**src/bus_pkg.sv**
```systemverilog
`default_nettype none

package bus_pkg;

    typedef logic [31:0] addr_t;
    typedef logic [31:0] data_t;
    typedef logic [3:0]  strb_t;
    typedef logic [1:0]  resp_t;
    typedef logic [7:0]  led_t;
    typedef logic [3:0]  btn_t;

    // address map, each slave owns one top nibble
    localparam addr_t LED_BASE       = 32'h2000_0000;
    localparam addr_t LED_MASK       = 32'hF000_0000;
    localparam addr_t LED_REG_OFFSET = 32'h0000_0000;
    localparam addr_t SCRATCH_OFFSET = 32'h0000_0004;

    localparam resp_t RESP_OKAY   = 2'b00;
    localparam resp_t RESP_SLVERR = 2'b10;
    localparam resp_t RESP_DECERR = 2'b11;

    typedef enum logic [2:0] {
        BTN_IDLE,
        BTN_WRITE,
        BTN_WAIT_B,
        BTN_READ,
        BTN_WAIT_R
    } btn_state_t;

    typedef enum logic {
        ARB_IDLE,
        ARB_BUSY
    } arb_state_t;

endpackage

`default_nettype wire
```
**src/soc_bus_top.sv**
```systemverilog
`timescale 1ns/1ps
`default_nettype none

module soc_bus_top (
    input  wire                 sys_clk,
    input  wire                 rst_n,
    input  wire bus_pkg::btn_t  btn,
    output wire bus_pkg::led_t  led,
    input  wire bus_pkg::addr_t m0_wr_addr,
    input  wire bus_pkg::data_t m0_wr_data,
    input  wire bus_pkg::strb_t m0_wr_strb,
    input  wire                 m0_wr_valid,
    output wire                 m0_wr_ready,
    output wire bus_pkg::resp_t m0_wr_resp,
    output wire                 m0_wr_resp_valid,
    input  wire                 m0_wr_resp_ready,
    input  wire bus_pkg::addr_t m0_rd_addr,
    input  wire                 m0_rd_valid,
    output wire                 m0_rd_ready,
    output wire bus_pkg::data_t m0_rd_data,
    output wire bus_pkg::resp_t m0_rd_resp,
    output wire                 m0_rd_resp_valid,
    input  wire                 m0_rd_resp_ready
);

    // button master
    wire bus_pkg::addr_t m1_wr_addr, m1_rd_addr;
    wire bus_pkg::data_t m1_wr_data, m1_rd_data;
    wire bus_pkg::strb_t m1_wr_strb;
    wire bus_pkg::resp_t m1_wr_resp, m1_rd_resp;
    wire m1_wr_valid, m1_wr_ready, m1_wr_resp_valid, m1_wr_resp_ready;
    wire m1_rd_valid, m1_rd_ready, m1_rd_resp_valid, m1_rd_resp_ready;

    // led slave
    wire bus_pkg::addr_t s0_wr_addr, s0_rd_addr;
    wire bus_pkg::data_t s0_wr_data, s0_rd_data;
    wire bus_pkg::strb_t s0_wr_strb;
    wire bus_pkg::resp_t s0_wr_resp, s0_rd_resp;
    wire s0_wr_valid, s0_wr_ready, s0_wr_resp_valid, s0_wr_resp_ready;
    wire s0_rd_valid, s0_rd_ready, s0_rd_resp_valid, s0_rd_resp_ready;

    // default slave, payload not needed
    wire bus_pkg::data_t s1_rd_data;
    wire bus_pkg::resp_t s1_wr_resp, s1_rd_resp;
    wire s1_wr_valid, s1_wr_ready, s1_wr_resp_valid, s1_wr_resp_ready;
    wire s1_rd_valid, s1_rd_ready, s1_rd_resp_valid, s1_rd_resp_ready;

    btn_master u_btn (
        .sys_clk(sys_clk), .rst_n(rst_n), .btn(btn), .recv(led[7:4]),
        .wr_addr(m1_wr_addr), .wr_data(m1_wr_data), .wr_strb(m1_wr_strb),
        .wr_valid(m1_wr_valid), .wr_ready(m1_wr_ready),
        .wr_resp(m1_wr_resp), .wr_resp_valid(m1_wr_resp_valid),
        .wr_resp_ready(m1_wr_resp_ready),
        .rd_addr(m1_rd_addr), .rd_valid(m1_rd_valid), .rd_ready(m1_rd_ready),
        .rd_data(m1_rd_data), .rd_resp(m1_rd_resp),
        .rd_resp_valid(m1_rd_resp_valid), .rd_resp_ready(m1_rd_resp_ready)
    );

    axi_bus u_bus (.*);

    led_slave u_led (
        .sys_clk(sys_clk), .rst_n(rst_n), .led(led[3:0]),
        .wr_addr(s0_wr_addr), .wr_data(s0_wr_data), .wr_strb(s0_wr_strb),
        .wr_valid(s0_wr_valid), .wr_ready(s0_wr_ready),
        .wr_resp(s0_wr_resp), .wr_resp_valid(s0_wr_resp_valid),
        .wr_resp_ready(s0_wr_resp_ready),
        .rd_addr(s0_rd_addr), .rd_valid(s0_rd_valid), .rd_ready(s0_rd_ready),
        .rd_data(s0_rd_data), .rd_resp(s0_rd_resp),
        .rd_resp_valid(s0_rd_resp_valid), .rd_resp_ready(s0_rd_resp_ready)
    );

    default_slave u_default (
        .sys_clk(sys_clk), .rst_n(rst_n),
        .wr_valid(s1_wr_valid), .wr_ready(s1_wr_ready),
        .wr_resp(s1_wr_resp), .wr_resp_valid(s1_wr_resp_valid),
        .wr_resp_ready(s1_wr_resp_ready),
        .rd_valid(s1_rd_valid), .rd_ready(s1_rd_ready),
        .rd_data(s1_rd_data), .rd_resp(s1_rd_resp),
        .rd_resp_valid(s1_rd_resp_valid), .rd_resp_ready(s1_rd_resp_ready)
    );

endmodule

`default_nettype wire

```
**src/btn_master.sv**
```systemverilog
`timescale 1ns/1ps
`default_nettype none

module btn_master (
    input  wire                 sys_clk,
    input  wire                 rst_n,
    input  wire bus_pkg::btn_t  btn,
    output logic [3:0]          recv,
    output bus_pkg::addr_t      wr_addr,
    output bus_pkg::data_t      wr_data,
    output bus_pkg::strb_t      wr_strb,
    output logic                wr_valid,
    input  wire                 wr_ready,
    input  wire bus_pkg::resp_t wr_resp,
    input  wire                 wr_resp_valid,
    output logic                wr_resp_ready,
    output bus_pkg::addr_t      rd_addr,
    output logic                rd_valid,
    input  wire                 rd_ready,
    input  wire bus_pkg::data_t rd_data,
    input  wire bus_pkg::resp_t rd_resp,
    input  wire                 rd_resp_valid,
    output logic                rd_resp_ready
);

    bus_pkg::btn_state_t state;
    bus_pkg::btn_t btn_meta, btn_sync, btn_prev;
    bus_pkg::btn_t btn_val;     // value being sent
    logic press;

    assign press = |(btn_sync & ~btn_prev);      // any bit going high

    // always the scratch register of the led slave
    assign wr_addr       = bus_pkg::LED_BASE + bus_pkg::SCRATCH_OFFSET;
    assign rd_addr       = bus_pkg::LED_BASE + bus_pkg::SCRATCH_OFFSET;
    assign wr_data       = bus_pkg::data_t'(btn_val);
    assign wr_strb       = 4'hF;
    assign wr_valid      = (state == bus_pkg::BTN_WRITE);
    assign wr_resp_ready = (state == bus_pkg::BTN_WAIT_B);
    assign rd_valid      = (state == bus_pkg::BTN_READ);
    assign rd_resp_ready = (state == bus_pkg::BTN_WAIT_R);

    always_ff @(posedge sys_clk) begin
        if (!rst_n) begin
            state    <= bus_pkg::BTN_IDLE;
            btn_meta <= '0;
            btn_sync <= '0;
            btn_prev <= '0;
            recv     <= '0;
        end else begin
            btn_meta <= btn;
            btn_sync <= btn_meta;
            btn_prev <= btn_sync;
            case (state)
                bus_pkg::BTN_IDLE: begin
                    if (press) begin
                        state <= bus_pkg::BTN_WRITE;
                    end
                end
                bus_pkg::BTN_WRITE: begin
                    if (wr_ready) begin
                        state <= bus_pkg::BTN_WAIT_B;
                    end
                end
                bus_pkg::BTN_WAIT_B: begin
                    if (wr_resp_valid) begin
                        // no readback after a failed write
                        state <= (wr_resp == bus_pkg::RESP_OKAY) ? bus_pkg::BTN_READ
                                                                  : bus_pkg::BTN_IDLE;
                    end
                end
                bus_pkg::BTN_READ: begin
                    if (rd_ready) begin
                        state <= bus_pkg::BTN_WAIT_R;
                    end
                end
                bus_pkg::BTN_WAIT_R: begin
                    if (rd_resp_valid) begin
                        state <= bus_pkg::BTN_IDLE;
                        if (rd_resp == bus_pkg::RESP_OKAY) begin
                            recv <= rd_data[3:0];
                        end
                    end
                end
                default: state <= bus_pkg::BTN_IDLE;
            endcase
        end
    end

    // presses outside idle are dropped
    always_ff @(posedge sys_clk) begin
        if (state == bus_pkg::BTN_IDLE && press) begin
            btn_val <= btn_sync;
        end
    end

endmodule

`default_nettype wire

```
**src/default_slave.sv**
```systemverilog
`timescale 1ns/1ps
`default_nettype none

module default_slave (
    input  wire            sys_clk,
    input  wire            rst_n,
    input  wire            wr_valid,
    output logic           wr_ready,
    output bus_pkg::resp_t wr_resp,
    output logic           wr_resp_valid,
    input  wire            wr_resp_ready,
    input  wire            rd_valid,
    output logic           rd_ready,
    output bus_pkg::data_t rd_data,
    output bus_pkg::resp_t rd_resp,
    output logic           rd_resp_valid,
    input  wire            rd_resp_ready
);

    // nothing lives here
    assign wr_resp = bus_pkg::RESP_DECERR;
    assign rd_resp = bus_pkg::RESP_DECERR;
    assign rd_data = '0;

    always_ff @(posedge sys_clk) begin
        if (!rst_n) begin
            wr_ready      <= 1'b0;
            wr_resp_valid <= 1'b0;
            rd_ready      <= 1'b0;
            rd_resp_valid <= 1'b0;
        end else begin
            wr_ready <= wr_valid & ~wr_ready & ~wr_resp_valid;
            rd_ready <= rd_valid & ~rd_ready & ~rd_resp_valid;
            if (wr_valid && wr_ready) begin
                wr_resp_valid <= 1'b1;
            end else if (wr_resp_ready) begin
                wr_resp_valid <= 1'b0;      // held under back-pressure
            end
            if (rd_valid && rd_ready) begin
                rd_resp_valid <= 1'b1;
            end else if (rd_resp_ready) begin
                rd_resp_valid <= 1'b0;
            end
        end
    end

endmodule

`default_nettype wire

```
**src/led_slave.sv**
```systemverilog
`timescale 1ns/1ps
`default_nettype none

module led_slave (
    input  wire                 sys_clk,
    input  wire                 rst_n,
    input  wire bus_pkg::addr_t wr_addr,
    input  wire bus_pkg::data_t wr_data,
    input  wire bus_pkg::strb_t wr_strb,
    input  wire                 wr_valid,
    output logic                wr_ready,
    output bus_pkg::resp_t      wr_resp,
    output logic                wr_resp_valid,
    input  wire                 wr_resp_ready,
    input  wire bus_pkg::addr_t rd_addr,
    input  wire                 rd_valid,
    output logic                rd_ready,
    output bus_pkg::data_t      rd_data,
    output bus_pkg::resp_t      rd_resp,
    output logic                rd_resp_valid,
    input  wire                 rd_resp_ready,
    output logic [3:0]          led
);

    bus_pkg::data_t led_reg;
    bus_pkg::data_t scratch_reg;
    bus_pkg::addr_t wr_off, rd_off;
    logic wr_fire, rd_fire;
    logic wr_led, wr_scr, rd_led, rd_scr;

    function automatic bus_pkg::data_t merge(
        input bus_pkg::data_t old_val,
        input bus_pkg::data_t new_val,
        input bus_pkg::strb_t strb
    );
        bus_pkg::data_t res;
        res = old_val;
        for (int i = 0; i < 4; i++) begin
            if (strb[i]) begin
                res[8*i +: 8] = new_val[8*i +: 8];
            end
        end
        return res;
    endfunction

    assign wr_off  = wr_addr & ~bus_pkg::LED_MASK;
    assign rd_off  = rd_addr & ~bus_pkg::LED_MASK;
    assign wr_led  = (wr_off == bus_pkg::LED_REG_OFFSET);
    assign wr_scr  = (wr_off == bus_pkg::SCRATCH_OFFSET);
    assign rd_led  = (rd_off == bus_pkg::LED_REG_OFFSET);
    assign rd_scr  = (rd_off == bus_pkg::SCRATCH_OFFSET);
    assign wr_fire = wr_valid & wr_ready;
    assign rd_fire = rd_valid & rd_ready;
    assign led     = led_reg[3:0];

    always_ff @(posedge sys_clk) begin
        if (!rst_n) begin
            wr_ready      <= 1'b0;
            wr_resp_valid <= 1'b0;
            rd_ready      <= 1'b0;
            rd_resp_valid <= 1'b0;
            led_reg       <= '0;
            scratch_reg   <= '0;
        end else begin
            // accept a cycle after valid, never with a response pending
            wr_ready <= wr_valid & ~wr_ready & ~wr_resp_valid;
            rd_ready <= rd_valid & ~rd_ready & ~rd_resp_valid;
            if (wr_fire) begin
                wr_resp_valid <= 1'b1;
            end else if (wr_resp_ready) begin
                wr_resp_valid <= 1'b0;
            end
            if (rd_fire) begin
                rd_resp_valid <= 1'b1;
            end else if (rd_resp_ready) begin
                rd_resp_valid <= 1'b0;
            end
            if (wr_fire && wr_led) begin
                led_reg <= merge(led_reg, wr_data, wr_strb);
            end
            if (wr_fire && wr_scr) begin
                scratch_reg <= merge(scratch_reg, wr_data, wr_strb);
            end
        end
    end

    // response payload, stable until the next accept
    always_ff @(posedge sys_clk) begin
        if (wr_fire) begin
            wr_resp <= (wr_led || wr_scr) ? bus_pkg::RESP_OKAY : bus_pkg::RESP_SLVERR;
        end
        if (rd_fire) begin
            rd_resp <= (rd_led || rd_scr) ? bus_pkg::RESP_OKAY : bus_pkg::RESP_SLVERR;
            rd_data <= rd_led ? led_reg : (rd_scr ? scratch_reg : '0);
        end
    end

endmodule

`default_nettype wire

```
**src/axi_bus.sv**
```systemverilog
`timescale 1ns/1ps
`default_nettype none

module axi_bus (
    input  wire                 sys_clk,
    input  wire                 rst_n,
    // masters
    input  wire bus_pkg::addr_t m0_wr_addr, m0_rd_addr, m1_wr_addr, m1_rd_addr,
    input  wire bus_pkg::data_t m0_wr_data, m1_wr_data,
    input  wire bus_pkg::strb_t m0_wr_strb, m1_wr_strb,
    input  wire                 m0_wr_valid, m0_wr_resp_ready, m0_rd_valid, m0_rd_resp_ready,
    input  wire                 m1_wr_valid, m1_wr_resp_ready, m1_rd_valid, m1_rd_resp_ready,
    output logic                m0_wr_ready, m0_wr_resp_valid, m0_rd_ready, m0_rd_resp_valid,
    output logic                m1_wr_ready, m1_wr_resp_valid, m1_rd_ready, m1_rd_resp_valid,
    output bus_pkg::resp_t      m0_wr_resp, m0_rd_resp, m1_wr_resp, m1_rd_resp,
    output bus_pkg::data_t      m0_rd_data, m1_rd_data,
    // slaves
    output bus_pkg::addr_t      s0_wr_addr, s0_rd_addr,
    output bus_pkg::data_t      s0_wr_data,
    output bus_pkg::strb_t      s0_wr_strb,
    output logic                s0_wr_valid, s0_wr_resp_ready, s0_rd_valid, s0_rd_resp_ready,
    output logic                s1_wr_valid, s1_wr_resp_ready, s1_rd_valid, s1_rd_resp_ready,
    input  wire                 s0_wr_ready, s0_wr_resp_valid, s0_rd_ready, s0_rd_resp_valid,
    input  wire                 s1_wr_ready, s1_wr_resp_valid, s1_rd_ready, s1_rd_resp_valid,
    input  wire bus_pkg::resp_t s0_wr_resp, s0_rd_resp, s1_wr_resp, s1_rd_resp,
    input  wire bus_pkg::data_t s0_rd_data, s1_rd_data
);

    logic [1:0] wr_grant, rd_grant;
    logic wr_busy, rd_busy, wr_done, rd_done;
    logic wr_valid, rd_valid;
    logic wr_s1, rd_s1, wr_s1_q, rd_s1_q;           // 1 = default slave
    logic wr_rsp_valid, rd_rsp_valid, wr_rsp_ready, rd_rsp_ready;
    bus_pkg::addr_t wr_addr, rd_addr;
    bus_pkg::resp_t wr_rsp, rd_rsp;
    bus_pkg::data_t rd_rsp_data;

    bus_arbiter u_wr_arb (
        .sys_clk(sys_clk), .rst_n(rst_n), .req({m1_wr_valid, m0_wr_valid}),
        .done(wr_done), .grant(wr_grant), .busy(wr_busy)
    );

    bus_arbiter u_rd_arb (
        .sys_clk(sys_clk), .rst_n(rst_n), .req({m1_rd_valid, m0_rd_valid}),
        .done(rd_done), .grant(rd_grant), .busy(rd_busy)
    );

    // write request from the granted master
    assign wr_addr     = wr_grant[1] ? m1_wr_addr : m0_wr_addr;
    assign wr_valid    = |(wr_grant & {m1_wr_valid, m0_wr_valid});
    // decode live while the request is up, latched copy for the response
    assign wr_s1       = wr_valid ? ((wr_addr & bus_pkg::LED_MASK) != bus_pkg::LED_BASE)
                                  : wr_s1_q;
    assign s0_wr_addr  = wr_addr;
    assign s0_wr_data  = wr_grant[1] ? m1_wr_data : m0_wr_data;
    assign s0_wr_strb  = wr_grant[1] ? m1_wr_strb : m0_wr_strb;
    assign s0_wr_valid = wr_valid & ~wr_s1;
    assign s1_wr_valid = wr_valid & wr_s1;
    assign m0_wr_ready = wr_grant[0] & (wr_s1 ? s1_wr_ready : s0_wr_ready);
    assign m1_wr_ready = wr_grant[1] & (wr_s1 ? s1_wr_ready : s0_wr_ready);

    // write response back to the owner only
    assign wr_rsp           = wr_s1 ? s1_wr_resp : s0_wr_resp;
    assign wr_rsp_valid     = wr_s1 ? s1_wr_resp_valid : s0_wr_resp_valid;
    assign wr_rsp_ready     = (wr_grant[0] & m0_wr_resp_ready) | (wr_grant[1] & m1_wr_resp_ready);
    assign m0_wr_resp       = wr_rsp;
    assign m1_wr_resp       = wr_rsp;
    assign m0_wr_resp_valid = wr_grant[0] & wr_rsp_valid;
    assign m1_wr_resp_valid = wr_grant[1] & wr_rsp_valid;
    assign s0_wr_resp_ready = wr_rsp_ready & ~wr_s1;
    assign s1_wr_resp_ready = wr_rsp_ready & wr_s1;
    assign wr_done          = wr_busy & wr_rsp_valid & wr_rsp_ready;

    // read request
    assign rd_addr     = rd_grant[1] ? m1_rd_addr : m0_rd_addr;
    assign rd_valid    = |(rd_grant & {m1_rd_valid, m0_rd_valid});
    assign rd_s1       = rd_valid ? ((rd_addr & bus_pkg::LED_MASK) != bus_pkg::LED_BASE)
                                  : rd_s1_q;
    assign s0_rd_addr  = rd_addr;
    assign s0_rd_valid = rd_valid & ~rd_s1;
    assign s1_rd_valid = rd_valid & rd_s1;
    assign m0_rd_ready = rd_grant[0] & (rd_s1 ? s1_rd_ready : s0_rd_ready);
    assign m1_rd_ready = rd_grant[1] & (rd_s1 ? s1_rd_ready : s0_rd_ready);

    // read response
    assign rd_rsp           = rd_s1 ? s1_rd_resp : s0_rd_resp;
    assign rd_rsp_data      = rd_s1 ? s1_rd_data : s0_rd_data;
    assign rd_rsp_valid     = rd_s1 ? s1_rd_resp_valid : s0_rd_resp_valid;
    assign rd_rsp_ready     = (rd_grant[0] & m0_rd_resp_ready) | (rd_grant[1] & m1_rd_resp_ready);
    assign m0_rd_resp       = rd_rsp;
    assign m1_rd_resp       = rd_rsp;
    assign m0_rd_data       = rd_rsp_data;
    assign m1_rd_data       = rd_rsp_data;
    assign m0_rd_resp_valid = rd_grant[0] & rd_rsp_valid;
    assign m1_rd_resp_valid = rd_grant[1] & rd_rsp_valid;
    assign s0_rd_resp_ready = rd_rsp_ready & ~rd_s1;
    assign s1_rd_resp_ready = rd_rsp_ready & rd_s1;
    assign rd_done          = rd_busy & rd_rsp_valid & rd_rsp_ready;

    always_ff @(posedge sys_clk) begin
        if (!rst_n) begin
            wr_s1_q <= 1'b0;
            rd_s1_q <= 1'b0;
        end else begin
            if (wr_valid) begin
                wr_s1_q <= wr_s1;
            end
            if (rd_valid) begin
                rd_s1_q <= rd_s1;
            end
        end
    end

endmodule

`default_nettype wire

```
**src/bus_arbiter.sv**
```systemverilog
`timescale 1ns/1ps
`default_nettype none

module bus_arbiter (
    input  wire        sys_clk,
    input  wire        rst_n,
    input  wire  [1:0] req,
    input  wire        done,
    output logic [1:0] grant,
    output logic       busy
);

    bus_pkg::arb_state_t state;
    logic prio;     // master favoured on the next grant
    logic pick;

    // take prio if it asks, otherwise the other one
    assign pick = req[prio] ? prio : ~prio;
    assign busy = (state == bus_pkg::ARB_BUSY);

    always_ff @(posedge sys_clk) begin
        if (!rst_n) begin
            state <= bus_pkg::ARB_IDLE;
            grant <= 2'b00;
            prio  <= 1'b0;
        end else begin
            case (state)
                bus_pkg::ARB_IDLE: begin
                    if (|req) begin
                        state <= bus_pkg::ARB_BUSY;
                        grant <= 2'b01 << pick;
                        prio  <= ~pick;
                    end
                end
                bus_pkg::ARB_BUSY: begin
                    if (done) begin     // response handshake ends the transaction
                        state <= bus_pkg::ARB_IDLE;
                        grant <= 2'b00;
                    end
                end
                default: state <= bus_pkg::ARB_IDLE;
            endcase
        end
    end

endmodule

`default_nettype wire

```
**config.mk**
```make
export PLATFORM = sky130hd
export DESIGN_NAME = soc_bus_top
export DESIGN_NICKNAME = d
export VERILOG_FILES = /design/src/bus_pkg.sv /design/src/soc_bus_top.sv /design/src/btn_master.sv /design/src/default_slave.sv /design/src/led_slave.sv /design/src/axi_bus.sv /design/src/bus_arbiter.sv
export SDC_FILE = /design/constraint.sdc
export NUM_CORES = 1
export LEC_CHECK = 0
export CAP_MARGIN = 0
export CORE_AREA = 8 8 152 83
export DETAILED_ROUTE_END_ITERATION = 16
export DIE_AREA = 0 0 160 91
export DONT_BUFFER_PORTS = 1
export PLACE_DENSITY = 0.8
export SLEW_MARGIN = 10
export SYNTH_ARGS = -nofsm -noshare
export SYNTH_HDL_FRONTEND = slang
export SYNTH_SLANG_ARGS = --single-unit
```
**constraint.sdc**
```tcl
create_clock -name sys_clk -period 2.64 [get_ports sys_clk]
set_input_delay 0.132 -clock sys_clk [delete_from_list [all_inputs] [get_ports sys_clk]]
set_output_delay 0.132 -clock sys_clk [all_outputs]
set_load 0.005 [all_outputs]
```
== After elaboration in Yosys (flattened, before gate mapping) ==
Cells that the tools add are included.
Word-level totals
  flip-flop bits (word level): 141
  word-level logic and storage cells: 195
  input port bits: 110
Cells by class
  reduce and logical (&&, ||, !) cells: 35
  equal/unequal tests: 17
  $lt $le $gt $ge: 2
  shifts and indexed selects: 2
  bitwise operators: 56
  mux-type cells: 50
Operators with widths (count)
  2-to-1 mux 32 bit: 6
  zero test 32 bit: 2
  equality test 28 x 3 -> 1 bit, second input constant: 2
  AND 1 bit: 34
  2-to-1 mux 1 bit: 24
  AND reduction 2 bit: 12
  2-to-1 mux 2 bit: 9
  NOT 1 bit: 16
  2-to-1 mux 3 bit: 5
  case mux 3 bit (5 select lines): 1
  inequality test 2 bit, second input constant: 7
  inequality test 4 x 2 -> 1 bit, second input constant: 2
  case mux 2 bit (2 select lines): 2
  nonzero test 2 bit: 4
  OR reduction 2 bit: 4
  equality test 3 x 2 -> 1 bit, second input constant: 2
  logical AND 1 bit: 5
  AND reduction 5 bit: 1
  AND 2 bit: 2
  AND 4 bit: 1
  zero test 2 bit: 2
  less-than comparator 1 x 2 -> 1 bit, second input constant: 2
  2-to-1 mux 4 bit: 1
  inequality test 2 x 1 -> 1 bit, second input constant: 2
  other kinds (10): 14

== Logic depth before layout (Yosys ltp) ==
Gate-level depths: netlist (run 1).
  depth in word-level cells: 9
  depth in mapped cells: 7
  mapped depth without buffers: 6

== Hierarchy ==
From an unflattened synthesis (run 1), not the netlist that was laid out.
Second synthesis, totals
  cells, all modules: 945
  area, all modules: 9414.0 sq um
Modules (own cells, without submodules)
  led_slave: cells each 397, instances 1, seq. area each 2382.3 sq um, area each 4430.5 sq um
  axi_bus: cells each 288, instances 1, seq. area each 40.0 sq um, area each 2647.5 sq um
  btn_master: cells each 170, instances 1, seq. area each 500.5 sq um, area each 1577.8 sq um
  default_slave: cells each 50, instances 1, seq. area each 80.1 sq um, area each 417.9 sq um
  bus_arbiter: cells each 20, instances 2, seq. area each 80.1 sq um, area each 170.2 sq um

== Worst setup path after synthesis (run 1) ==
OpenSTA, ideal clock, no wires.
  path type: register -> register
  start point: register u_btn.state[2]
  end point: register u_led.rd_data[0], enable pin
  library setup time: 0.388 ns
  data arrival time: 1.639 ns
  slack: 0.613 ns
  buffers on the path: 1
  cell stages (with the launch flop): 7
  cell sequence: dfxtp_1 clkbuf_1 nand3b_1 nand2_1 o2bb2ai_1 nand2_1 inv_1
On the way
  cells in the longest elaborated chain, start to end: 7
Ends and longest elaborated chain
  from (decl): RTL line btn_master.sv:26  | bus_pkg::btn_state_t state;
  from (signal assigned): RTL line btn_master.sv:45  | state <= bus_pkg::BTN_IDLE;
  from (signal assigned): RTL line btn_master.sv:57  | state <= bus_pkg::BTN_WRITE;
  from (signal assigned): RTL line btn_master.sv:62  | state <= bus_pkg::BTN_WAIT_B;
  equality test 3 x 2 -> 1 bit *: RTL line btn_master.sv:40  | assign rd_valid = (state == bus_pkg::BTN_READ);
  AND 2 bit *: RTL line axi_bus.sv:76  | assign rd_valid = |(rd_grant & {m1_rd_valid, m0_rd_valid});
  OR reduction 2 bit *: RTL line axi_bus.sv:76
  2-to-1 mux 1 bit: RTL line axi_bus.sv:77  | assign rd_s1 = rd_valid ? ((rd_addr & bus_pkg::LED_MASK) != bus_pkg::LED_BASE)
  NOT 1 bit: RTL line axi_bus.sv:80  | assign s0_rd_valid = rd_valid & ~rd_s1;
  AND 1 bit *: RTL line axi_bus.sv:80
  AND 1 bit *: RTL line led_slave.sv:53  | assign rd_fire = rd_valid & rd_ready;
  via u_led.rd_fire: RTL line led_slave.sv:28  | logic wr_fire, rd_fire;
  to (signal assigned): RTL line led_slave.sv:94  | rd_data <= rd_led ? led_reg : (rd_scr ? scratch_reg : '0);
  to (decl): RTL line led_slave.sv:18  | output bus_pkg::data_t rd_data,
The timed path passes the listed nets; every way through them passes the cells marked *.
A chain may end at the register's enable or synchronous reset.

== Worst setup path in the final report (run 1) ==
  start point: register u_btn.state[0]
  end point: output port m0_wr_resp_valid
On the way
  cells in the longest elaborated chain, start to end: 6
Ends and longest elaborated chain
  equality test 3 x 1 -> 1 bit: RTL line btn_master.sv:38  | assign wr_valid = (state == bus_pkg::BTN_WRITE);
  AND 2 bit: RTL line axi_bus.sv:50  | assign wr_valid = |(wr_grant & {m1_wr_valid, m0_wr_valid});
  OR reduction 2 bit: RTL line axi_bus.sv:50
  2-to-1 mux 1 bit: RTL line axi_bus.sv:52  | assign wr_s1 = wr_valid ? ((wr_addr & bus_pkg::LED_MASK) != bus_pkg::LED_BASE)
  2-to-1 mux 1 bit: RTL line axi_bus.sv:64  | assign wr_rsp_valid = wr_s1 ? s1_wr_resp_valid : s0_wr_resp_valid;
  AND 1 bit: RTL line axi_bus.sv:68  | assign m0_wr_resp_valid = wr_grant[0] & wr_rsp_valid;
  to (decl): RTL line soc_bus_top.sv:15  | output wire m0_wr_resp_valid,
No other way between the ends.

==> results.txt, run 1 <==
The layout cell share with drive strength beyond 1 came out at 10.09%. Traced cell by cell, the critical path runs through or3b_1 -> and3_4 -> or3b_2 -> nand2_1 -> and2_1. STA classifies the critical path startpoint as a register.

The number of setup violations in the final report came out at 0. The routed length per placed instance is 21.19 µm. The flow ran to the end, and the final reports show no timing, DRC or antenna violations.

The share of total power dissipated in the clock network is 45.4%. The number of vias per cell after detailed routing is 6.298. The analysis attributes to net switching a power of 0.001361 W. VDD sags by at most 610.7 µV. The floorplan die area came out at 14,560 µm². The final standard cell area without fillers is 7372 µm². The synthesized area divided by synthesized cell count came out at 9.790 µm². The number of global-route vias before repair is 5,128. The parity-gate share of the synthesized area counting xor and xnor cells is 0%. By area, the combinational part of the netlist is dominated by simple AND/OR/NAND/NOR gates. The setup TNS after final layout is 0 ns. For this run, the slowest stage of the critical path takes 0.51 ns. The layout overhead on the synthesized area is 15.67%.

The post-synthesis compound-gate area fraction came out at 14.39%. The critical path's slowest cell is sky130_fd_sc_hd__dfxtp_1. The slew at the pin closest to its max-slew limit is 0.9240 ns.

The detailed-routing iteration count for the pre-antenna-repair pass is 5. Counting every net in the synthesized netlist gives 761. The half-perimeter wire length of the detailed placement result is 12,330 µm. The final weighted congestion in routability-driven placement came out at 0.8693.

The final layout contains routed wiring with a total length of 17,370 µm. The number of DRC markers in iteration 0 is 536. Max-cap violations in this run came to 0. Wire segments on met2 add up to 7701 µm in the final route. The total internal power is 0.004077 W. Yosys mapped a number of flops with a built-in enable equal to 38.

The synthesized netlist devotes 0% of its cell area to adder and majority cells. The worst hold path class is input port to register. STA classifies the critical path endpoint as an output port. The power consumption came out at 0.005437 W. Cells fill 69.94% of the core in the end. The library cell used most frequently in the layout, excluding fill and tap cells, is sky130_fd_sc_hd__dfxtp_1. Fill cells in the final layout number 769. Signal routing reaches up to met4. The final period utilization came out at 95.25%. The netlist area before placement came out at 6374 µm². The largest driver fanout on the critical path is 11. The number of synthesized register bits is 139. The synthesized netlist contains 60 unique library cells. The maximum number of pins on one net before global-route repair is 52.

The count of pins on the block boundary came out at 158. The simple-gate share of the synthesized area came out at 27.84%. The later pin in the worst-skew pair is clocked with a latency of 0.42 ns.

The largest clock skew in the final design is 0.009146 ns. The total global routing track utilization came out at 23.55%. The final critical-path required period is 2.515 ns. In the final routing, the length of wire on met1 measures 7669 µm. The tightest hold margin came out at 0.01970 ns. TritonCTS built the clock tree. The combinational fraction of design power came out at 11.7%. The routed via count is 5,164. Setup repair after global routing left no endpoint under its margin.

The critical path is of the register to output port type. The sequential-to-total area share from yosys stat is 49.63%. The headroom to the max-slew limit came out at 37.88%. The residual antenna-violating net count after detailed routing came out at 0. The horizontal die dimension is 160 µm. The DRC violation count after routing is 0.

The instance area at placement came out at 6442 µm². The commonest register cell after synthesis is sky130_fd_sc_hd__dfxtp_1. The clock transition at the register clock pins on the worst setup and hold paths after CTS came out at 0.06 ns. The first-pass GRT wire length is 27,510 µm. The count of final hold-check violations is 0. The static leakage came out at 2.562 nW. The area of the placeable core came out at 10,540 µm². The total power density per cell area came out at 737.5 nW/µm². The layout net count came out at 771.

The floorplan has 27 rows. In the synthesized netlist, the number of instances is 651. The number of antenna violations at the first check in global routing was 1. The tree built by TritonCTS fans out to 139 sinks.

The data arrival time of the worst path came out at 2.38 ns. The total length of routed met3 wires came out at 1828 µm. The switching part of the total power came out at 25.03%.

The count of H-tree levels built during CTS came out at 4. The buffer depth of the longest clock path came out at 2. The required time of the critical path is 2.51 ns. The root buffer cell chosen for the clock tree is sky130_fd_sc_hd__clkbuf_16. The port buffer count is 0. The fraction of power consumed by sequential logic came out at 42.9%. The starting density of the core came out at 60.47%.

In the layout the commonest cells are 100 x sky130_fd_sc_hd__dfxtp_1, 66 x sky130_fd_sc_hd__a21oi_1, 50 x sky130_fd_sc_hd__nand3b_1. The die is 91 µm tall. The multiplexer area fraction after synthesis came out at 3.710%.

The count of pins over their slew limit came to 0. The TritonCTS buffer count came out at 17. The count of yosys warnings during synthesis is 0.

The total overflow left after global routing is 0. Of all flip-flops after synthesis, the portion carrying an async set or reset was 0%. For this run, the top clock speed supported by timing is 397.7 MHz.
## per-stage QoR
step           setup WS [ns]  instances
2_1_floorplan         0.6131        651
4_1_cts               0.1495        819
3_5_place_dp          0.3956        756
3_3_place_gp          0.4832        756
6_report              0.1253        820
5_1_grt              0.03214        820
## cell usage after synthesis (5+ instances only)
library cell | number | area [µm²]
sky130_fd_sc_hd__dfxtp_1 | 101 | 2022
sky130_fd_sc_hd__a21oi_1 | 66 | 330.3
sky130_fd_sc_hd__nand3b_1 | 50 | 375.4
sky130_fd_sc_hd__nand2_1 | 46 | 172.7
sky130_fd_sc_hd__nand3_1 | 45 | 225.2
sky130_fd_sc_hd__and2_1 | 43 | 269.0
sky130_fd_sc_hd__clkbuf_1 | 38 | 142.6
sky130_fd_sc_hd__edfxtp_1 | 38 | 1141
sky130_fd_sc_hd__a22o_1 | 32 | 280.3
sky130_fd_sc_hd__nor2_1 | 23 | 86.33
sky130_fd_sc_hd__mux2i_1 | 18 | 180.2
sky130_fd_sc_hd__inv_1 | 16 | 60.06
sky130_fd_sc_hd__nor4_1 | 12 | 75.07
sky130_fd_sc_hd__o21ai_0 | 11 | 55.05
sky130_fd_sc_hd__nor2b_1 | 8 | 50.05
sky130_fd_sc_hd__a211oi_1 | 6 | 45.04
sky130_fd_sc_hd__buf_4 | 6 | 45.04
sky130_fd_sc_hd__nor3b_1 | 6 | 45.04
sky130_fd_sc_hd__a21o_1 | 5 | 37.54
sky130_fd_sc_hd__mux2_2 | 5 | 56.30
sky130_fd_sc_hd__nor3_1 | 5 | 25.02
## power groups by stage
stage	Sequential (W)	Clock [W]	Combinational, W
floorplan	0.00232	0	0.000493
global placement	0.00236	0	0.000545
detailed placement	0.00237	0	0.000565
CTS	0.00233	0.00248	0.000621
global route	0.00234	0.00259	0.000681
finish	0.00233	0.00247	0.000636
## worst max-delay path, delay by kind of cell (launching register included)
| family | cells | cell delay, ns |
|---|---|---|
| and+or+nand+nor | 5 | 1.45 |
| DFF | 1 | 0.51 |
## path summary, 6_finish.rpt
path | from | to | slack [ns] | cells past startpoint
worst max-delay path | u_btn.state[0] | m0_wr_resp_valid | 0.13 | 5
worst min-delay path | m0_wr_data[5] | u_led.scratch_reg[5] | 0.02 | 3
worst max register to register | u_btn.state[2] | u_led.scratch_reg[0] | 0.32 | 5
worst min register to register | u_btn.btn_meta[0] | u_btn.btn_sync[0] | 0.43 | 1
## logic make-up (layout without fill, tap and decap cells)
family                 after synthesis  in the layout
AND/OR/NAND/NOR                    282            282
AO/OA/AOI/OAI                      139            139
flip-flops                         139            139
buffers and inverters               68             91
multiplexers                        23             23
other                                0              1
## area by class of cell
cell class	instances	area, µm²	area share (%)
well taps	145	181.4	2.461
flip-flops and latches	139	3164	42.92
clock buffers	24	515.5	6.993
repair buffers	43	412.9	5.601
diodes	1	2.502	0.03394
clock inverters	8	101.3	1.375
inverters	16	60.06	0.8147
multi-input cells	444	2934	39.80
## repair_timing
item | 4_1_cts | 5_1_grt
hold endpoints to repair | 67 | 0
hold buffers | 31 | 0
buffers inserted | 0 | 0
gates resized for setup | 0 | 0
## per-layer routing
metal,up-vias,GRT usage (%)
met5,-,0
met4,0,7.032
met3,20,9.144
met2,272,35.34
met1,2473,31.01
li1,2399,-
No activity file was read; power rests on OpenSTA's default activity.
==> inputs of run 2 (changes only) <==
- CAP_MARGIN: 0 -> 20
- SETUP_SLACK_MARGIN: not set -> 0.4
==> run 2 against run 1 <==
Compared with the run above:
- die area did not move
- cell area rose by 1.2%
- first-iteration DRC count fell by 12%
- sequential share of layout area fell by 0.39 points
- final cell count rose by 0.37%
- clock skew fell by 0.0015 ns
- combinational power rose by 9.1%
- via count rose by 1.5%
- setup slack improved by 0.33 ns
- sequential cell count did not move
- global-route usage rose by 0.17 points
- critical endpoint unchanged
- highest routed layer unchanged
==> results.txt, run 2 (synthesis results as in run 1) <==
Power spread over the standard cell area amounts to 735.8 nW/µm². The clock transition at the register clock pins on the worst setup and hold paths after CTS came out at 0.06 ns. The TritonCTS buffer count came out at 17. The maximum vdd drop is 605.6 µV. The starting density of the core is 60.47%. The count of H-tree levels built during CTS came out at 4. The total global routing track utilization came out at 23.72%.

The worst pin sits at a relative slew slack of 42.27%. The minimum setup slack among reg-to-reg paths is 0.50 ns. In this run the worst path has a maximum fanout of 10. Before antenna repair, the detailed router went through 5 iterations. The type of element launching the critical path is a register. The number of setup violations in the final report came out at 0. The library cells used most frequently in the layout, excluding fill and tap cells, are 96 x sky130_fd_sc_hd__dfxtp_1, 66 x sky130_fd_sc_hd__a21oi_1, 50 x sky130_fd_sc_hd__nand3b_1. The commonest non-fill, non-tap cell in the layout is sky130_fd_sc_hd__dfxtp_1. The first global-routing pass estimated 27,730 µm of wire. The required time of the critical path is 2.51 ns.

CTS placed an instance of sky130_fd_sc_hd__clkbuf_16 at the clock tree root. The TritonCTS clock tree is yes. The horizontal die dimension is 160 µm. The data arrival time of the worst path came out at 2.06 ns.

The number of DRC markers in iteration 0 came out at 473. The number of standard-cell rows in the floorplan is 27. The count of pins over their slew limit came out at 0. The port buffer count came out at 0. The final cell count without fillers came out at 823.

The DRC violation count after routing is 0. The congestion estimate from routability-driven global placement came to 0.8693. Summing over every cut layer, the via total after detailed routing is 5,243. The half-perimeter wire length of the detailed placement result came out at 12,330 µm. Between clock sinks in the finished design, the worst skew comes to 0.007647 ns. Of the cells placed in the final design, the portion with a size suffix greater than 1 is 11.96%. The final wirelength came out at 17,600 µm. The achievable frequency came out at 457.1 MHz. The final period utilization is 82.87%.

The net count of the finished layout is 774. The buffer depth of the longest clock path came out at 2. The count of pins on the block boundary is 158. The count of final hold-check violations is 0. The total number of clock tree sinks came out at 139.

The number of global-route vias before repair came out at 5,161. The maximum number of pins on one net before global-route repair came out at 52. The worst hold path class is input port to register. The static leakage is 2.639 nW.

The run finished with clean final reports. Setup repair after global routing could not meet its margin everywhere. In this run, placement finished with an instance count of 756. The routed length per placed instance is 21.38 µm. From bottom edge to top edge, the die measures 91 µm. The total of max-cap violations is 0. Fill cells in the final layout number 759. The worst setup path category is register to output port. The worst setup path is captured at an output port. The number of antenna violations at the first check in global routing came out at 1.

The die covers 14,560 µm². The insertion delay of the later-clocked pin in the worst-skew pair is 0.42 ns. Compared with the post-synthesis result, the final layout area differs by 17.10%.

In the routed layout, each cell is associated on average with a via count of 6.371. The final critical-path required period came out at 2.188 ns. The global route total overflow came out at 0. The setup TNS after final layout came out at 0 ns. The slew at the pin closest to its max-slew limit is 0.8640 ns. The area of the placeable core is 10,540 µm².

Once detail routing completed, the nets flagged for antenna violations numbered 0.
run 2: area by class of cell:
cell class | count | area (µm²) | share of cell area, %
antenna | 1 | 2.502 | 0.03353
sequential | 139 | 3174 | 42.53
timing repair buffer | 46 | 435.4 | 5.834
multi-input combinational | 444 | 2993 | 40.10
clock buffer | 24 | 515.5 | 6.907
tap | 145 | 181.4 | 2.431
clock inverter | 8 | 101.3 | 1.358
inverter | 16 | 60.06 | 0.8047
run 2: report_power, final:
group          total, W  internal [W]  switching (W)
registers       0.00233       0.00226      0.0000728
logic          0.000694      0.000297       0.000397
clock network   0.00247       0.00156       0.000905
total           0.00549       0.00412        0.00137
run 2: final timing paths:
path	from	endpoint	cells after the start
worst max register to register	u_btn.state[0]	u_led.scratch_reg[23]	6
worst min register to register	u_btn.btn_meta[0]	u_btn.btn_sync[0]	1
worst max-delay path	u_btn.state[1]	m0_wr_resp_valid	5
worst min-delay path	m0_wr_valid	u_bus.u_wr_arb.busy	2
run 2: critical path: stages, from the launching register on:
cell	delay (ns)
sky130_fd_sc_hd__dfxtp_4	0.37
sky130_fd_sc_hd__or3b_4	0.42
sky130_fd_sc_hd__and3_4	0.19
sky130_fd_sc_hd__or3b_4	0.43
sky130_fd_sc_hd__nand2_4	0.08
sky130_fd_sc_hd__and2_4	0.15
run 2: layer usage:
metal / wire (µm) / global-route usage, % / up-vias
li1: - / - / 2407
met5: 0 / 0 / -
met3: 1967 / 9.099 / 19
met2: 7817 / 35.73 / 322
met1: 7638 / 31.20 / 2495
met4: 176 / 7.110 / 0
run 2: through the flow:
step                      area (µm²)  hold slack (ns)  worst slack, ns  power [W]  utilization, %
after floorplan                 6374           0.2593           0.6131   0.002813               -
after global placement          6442           0.2587           0.4832   0.002909           61.12
after detailed placement        6442           0.2595           0.3956   0.002938           61.12
after CTS                       7403         0.004066           0.4088   0.005467           70.24
after global routing            7463        -0.003027           0.3782   0.005671           70.81
final                           7463         0.003220           0.4522   0.005492           70.81
run 2: timing repair:
action | in CTS | in global routing
hold buffers | 31 | 0
resized for setup | 9 | 10
buffers inserted | 2 | 1
setup endpoints to repair | 41 | 70
pin swaps | 0 | 1
cloned | 0 | 0
endpoints found under the hold margin | 67 | 0
==> inputs of run 3 (changes only) <==
- CORE_AREA: 8 8 152 83 -> 8 8 159 86
- DIE_AREA: 0 0 160 91 -> 0 0 167 94
- PLACE_DENSITY: 0.8 -> 0.78
- clock period: 2.64 -> 1.86 ns (I/O delays scaled with it)
==> run 3 against run 2 <==
Compared with the run above:
- the run now ends with negative setup slack left
- clock skew up 0.0025 ns
- core utilization rose by 8.9 points
- worst hold slack better by 0.034 ns
- critical endpoint is now m0_rd_data[28]
- clock power is 31% higher
- largest power group is now sequential cells
==> results.txt, run 3 (synthesis results as in run 1) <==
The run finished, with violations left. The final reports fail on negative setup slack. The layout cell share with drive strength beyond 1 came out at 38.05%. Using the TritonRoute via totals, the vias-per-cell ratio works out to 6.666. The number of filler cells placed in the layout came out at 610.

The minimum setup slack among reg-to-reg paths came out at -0.27 ns. STA classifies the critical path startpoint as a register. The total of max-cap violations came out at 0.

The routed layout has 6,146 vias. The largest driver fanout on the critical path came out at 8. The area of the placeable core came out at 11,460 µm². The final period utilization came out at 114.8%.

On the final layout, the worst clock skew is 0.01011 ns. The final critical-path required period came out at 2.135 ns. The final wirelength is 23,620 µm. The H-tree was split into 4 levels. Setup violations remaining at the end of the flow were counted as 117. The detailed-routing iteration count for the pre-antenna-repair pass came out at 5. The clock transition at the register clock pins on the worst setup and hold paths after CTS came out at 0.06 ns.

The critical path is of the register to output port type. IR analysis of the VDD net gives a maximum drop of 570.9 µV. At the placement stage, the worst setup path has a slack of -0.07253 ns. The area growth from synthesis to layout is 43.25%.

Leaving out fill and tap cells, the most frequent cells in the layout are 94 x sky130_fd_sc_hd__dfxtp_1, 54 x sky130_fd_sc_hd__buf_6, 50 x sky130_fd_sc_hd__nand3b_1. The port buffer count is 0. Setup repair after global routing could not meet its margin everywhere. Timing would allow up to 468.3 MHz. The total number of clock tree sinks came out at 139. The die is 167 µm wide.

The total power density per cell area came out at 950.9 nW/µm². The first-pass GRT wire length came out at 31,770 µm. The worst setup margin came out at -0.2753 ns. The data arrival time of the worst path is 2.04 ns. TritonCTS created 17 clock buffers. For this run, the post-layout net count is 867. The starting density of the core came out at 55.64%. Leaving out fill and tap cells, the most frequent cell in the layout is sky130_fd_sc_hd__dfxtp_1. The number of antenna violations at the first check in global routing came to 2.

The half-perimeter wire length of the detailed placement result is 12,970 µm. At the later pin of the worst-skew pair, clock insertion delay measures 0.42 ns. From bottom edge to top edge, the die measures 94 µm. In this run the critical register-to-register path is launched from u_bus.u_wr_arb.grant[1].

The headroom to the max-slew limit came out at 59.60%. The buffer depth of the longest clock path came out at 2. Entering global routing, the biggest net connects 43 pins. For this run, design rule violations remaining after detail routing come to 0.

The count of pins on the block boundary came out at 158. The worst hold path belongs to the class input port to register. The count of final hold-check violations came to 0. In the global route stage, overall resource usage came out at 25.76%. The critical path startpoint is u_btn.state[2]. The slew at the pin closest to its max-slew limit came out at 0.6060 ns. Routability-driven placement finished with a final weighted congestion of 0.8453. The global route total overflow came out at 0. The type of destination of the critical path is an output port.

The tightest hold margin is 0.03771 ns. The root buffer cell chosen for the clock tree is sky130_fd_sc_hd__clkbuf_16. The first routing iteration left 716 violations. The routed length per placed instance is 25.62 µm. The required time of the critical path came out at 1.77 ns. TritonCTS built the clock tree.

The count of pins over their slew limit is 0. In this run the remaining antenna-violating nets after routing total 0. The number of global-route vias before repair was 5,761. The initialized floorplan defines 28 standard-cell rows. The floorplan step defined a die boundary enclosing 15,700 µm². In this run the most critical hold path is launched from m0_wr_data[1]. The static leakage came out at 3.319 nW.
[run 3: repair_timing]
action | in CTS | in global routing
endpoints found under the setup margin | 155 | 175
gates resized for setup | 95 | 140
hold endpoints to repair | 75 | 0
pin swaps | 15 | 105
cloned | 5 | 4
setup buffers | 28 | 25
hold buffers | 36 | 0
[run 3: worst paths after layout]
check / depth (start not counted) / endpoint
setup / recovery: 9 / m0_rd_data[28]
hold / removal: 3 / u_led.led_reg[1]
setup reg to reg: 9 / u_bus.u_wr_arb.busy
hold reg to reg: 1 / u_btn.btn_sync[2]
[run 3: through the flow]
stage	utilization, %	TNS [ns]	std cells	total power (W)	cell area, µm²
floorplan	-	-0.3917	651	0.004061	6482
global placement	58.93	-0.003610	790	0.004288	6751
detailed placement	58.93	-0.1624	790	0.004319	6751
CTS	72.71	-5.451	891	0.008089	8329
global route	79.70	-20.76	922	0.008894	9130
finish	79.70	-14.43	922	0.008682	9130
[run 3: power breakdown]
group / internal, W / total, W / switching (W)
registers: 0.00320 / 0.00328 / 0.0000841
clock network: 0.00196 / 0.00323 / 0.00127
logic: 0.00115 / 0.00217 / 0.00102
total: 0.00631 / 0.00868 / 0.00237
[run 3: layer usage]
metal	track usage (%)	routed length, µm	vias to the layer above
met5	0	0	-
met3	8.428	2936	77
met1	32.42	9139	2986
met2	41.12	10820	486
li1	-	-	2597
met4	9.456	726	0
[run 3: final cells by class]
type	count	area [µm²]	area share (%)
Clock inverter	9	98.84	1.083
Timing Repair Buffer	139	1592	17.43
Multi-Input combinational cell	444	3557	38.96
Inverter	16	70.07	0.7674
Clock buffer	23	447.9	4.906
Sequential cell	139	3172	34.74
Antenna cell	2	5.005	0.05482
Tap cell	150	187.7	2.056
[run 3: worst max-delay path: stages, from the launching register on]
cell and delay [ns]:
sky130_fd_sc_hd__dfxtp_2 0.34, sky130_fd_sc_hd__buf_6 0.12, sky130_fd_sc_hd__buf_6 0.11, sky130_fd_sc_hd__nand3b_1 0.20
sky130_fd_sc_hd__nand3_2 0.14, sky130_fd_sc_hd__o21a_4 0.21, sky130_fd_sc_hd__buf_6 0.11, sky130_fd_sc_hd__buf_6 0.11
sky130_fd_sc_hd__buf_16 0.13, sky130_fd_sc_hd__and2_4 0.16
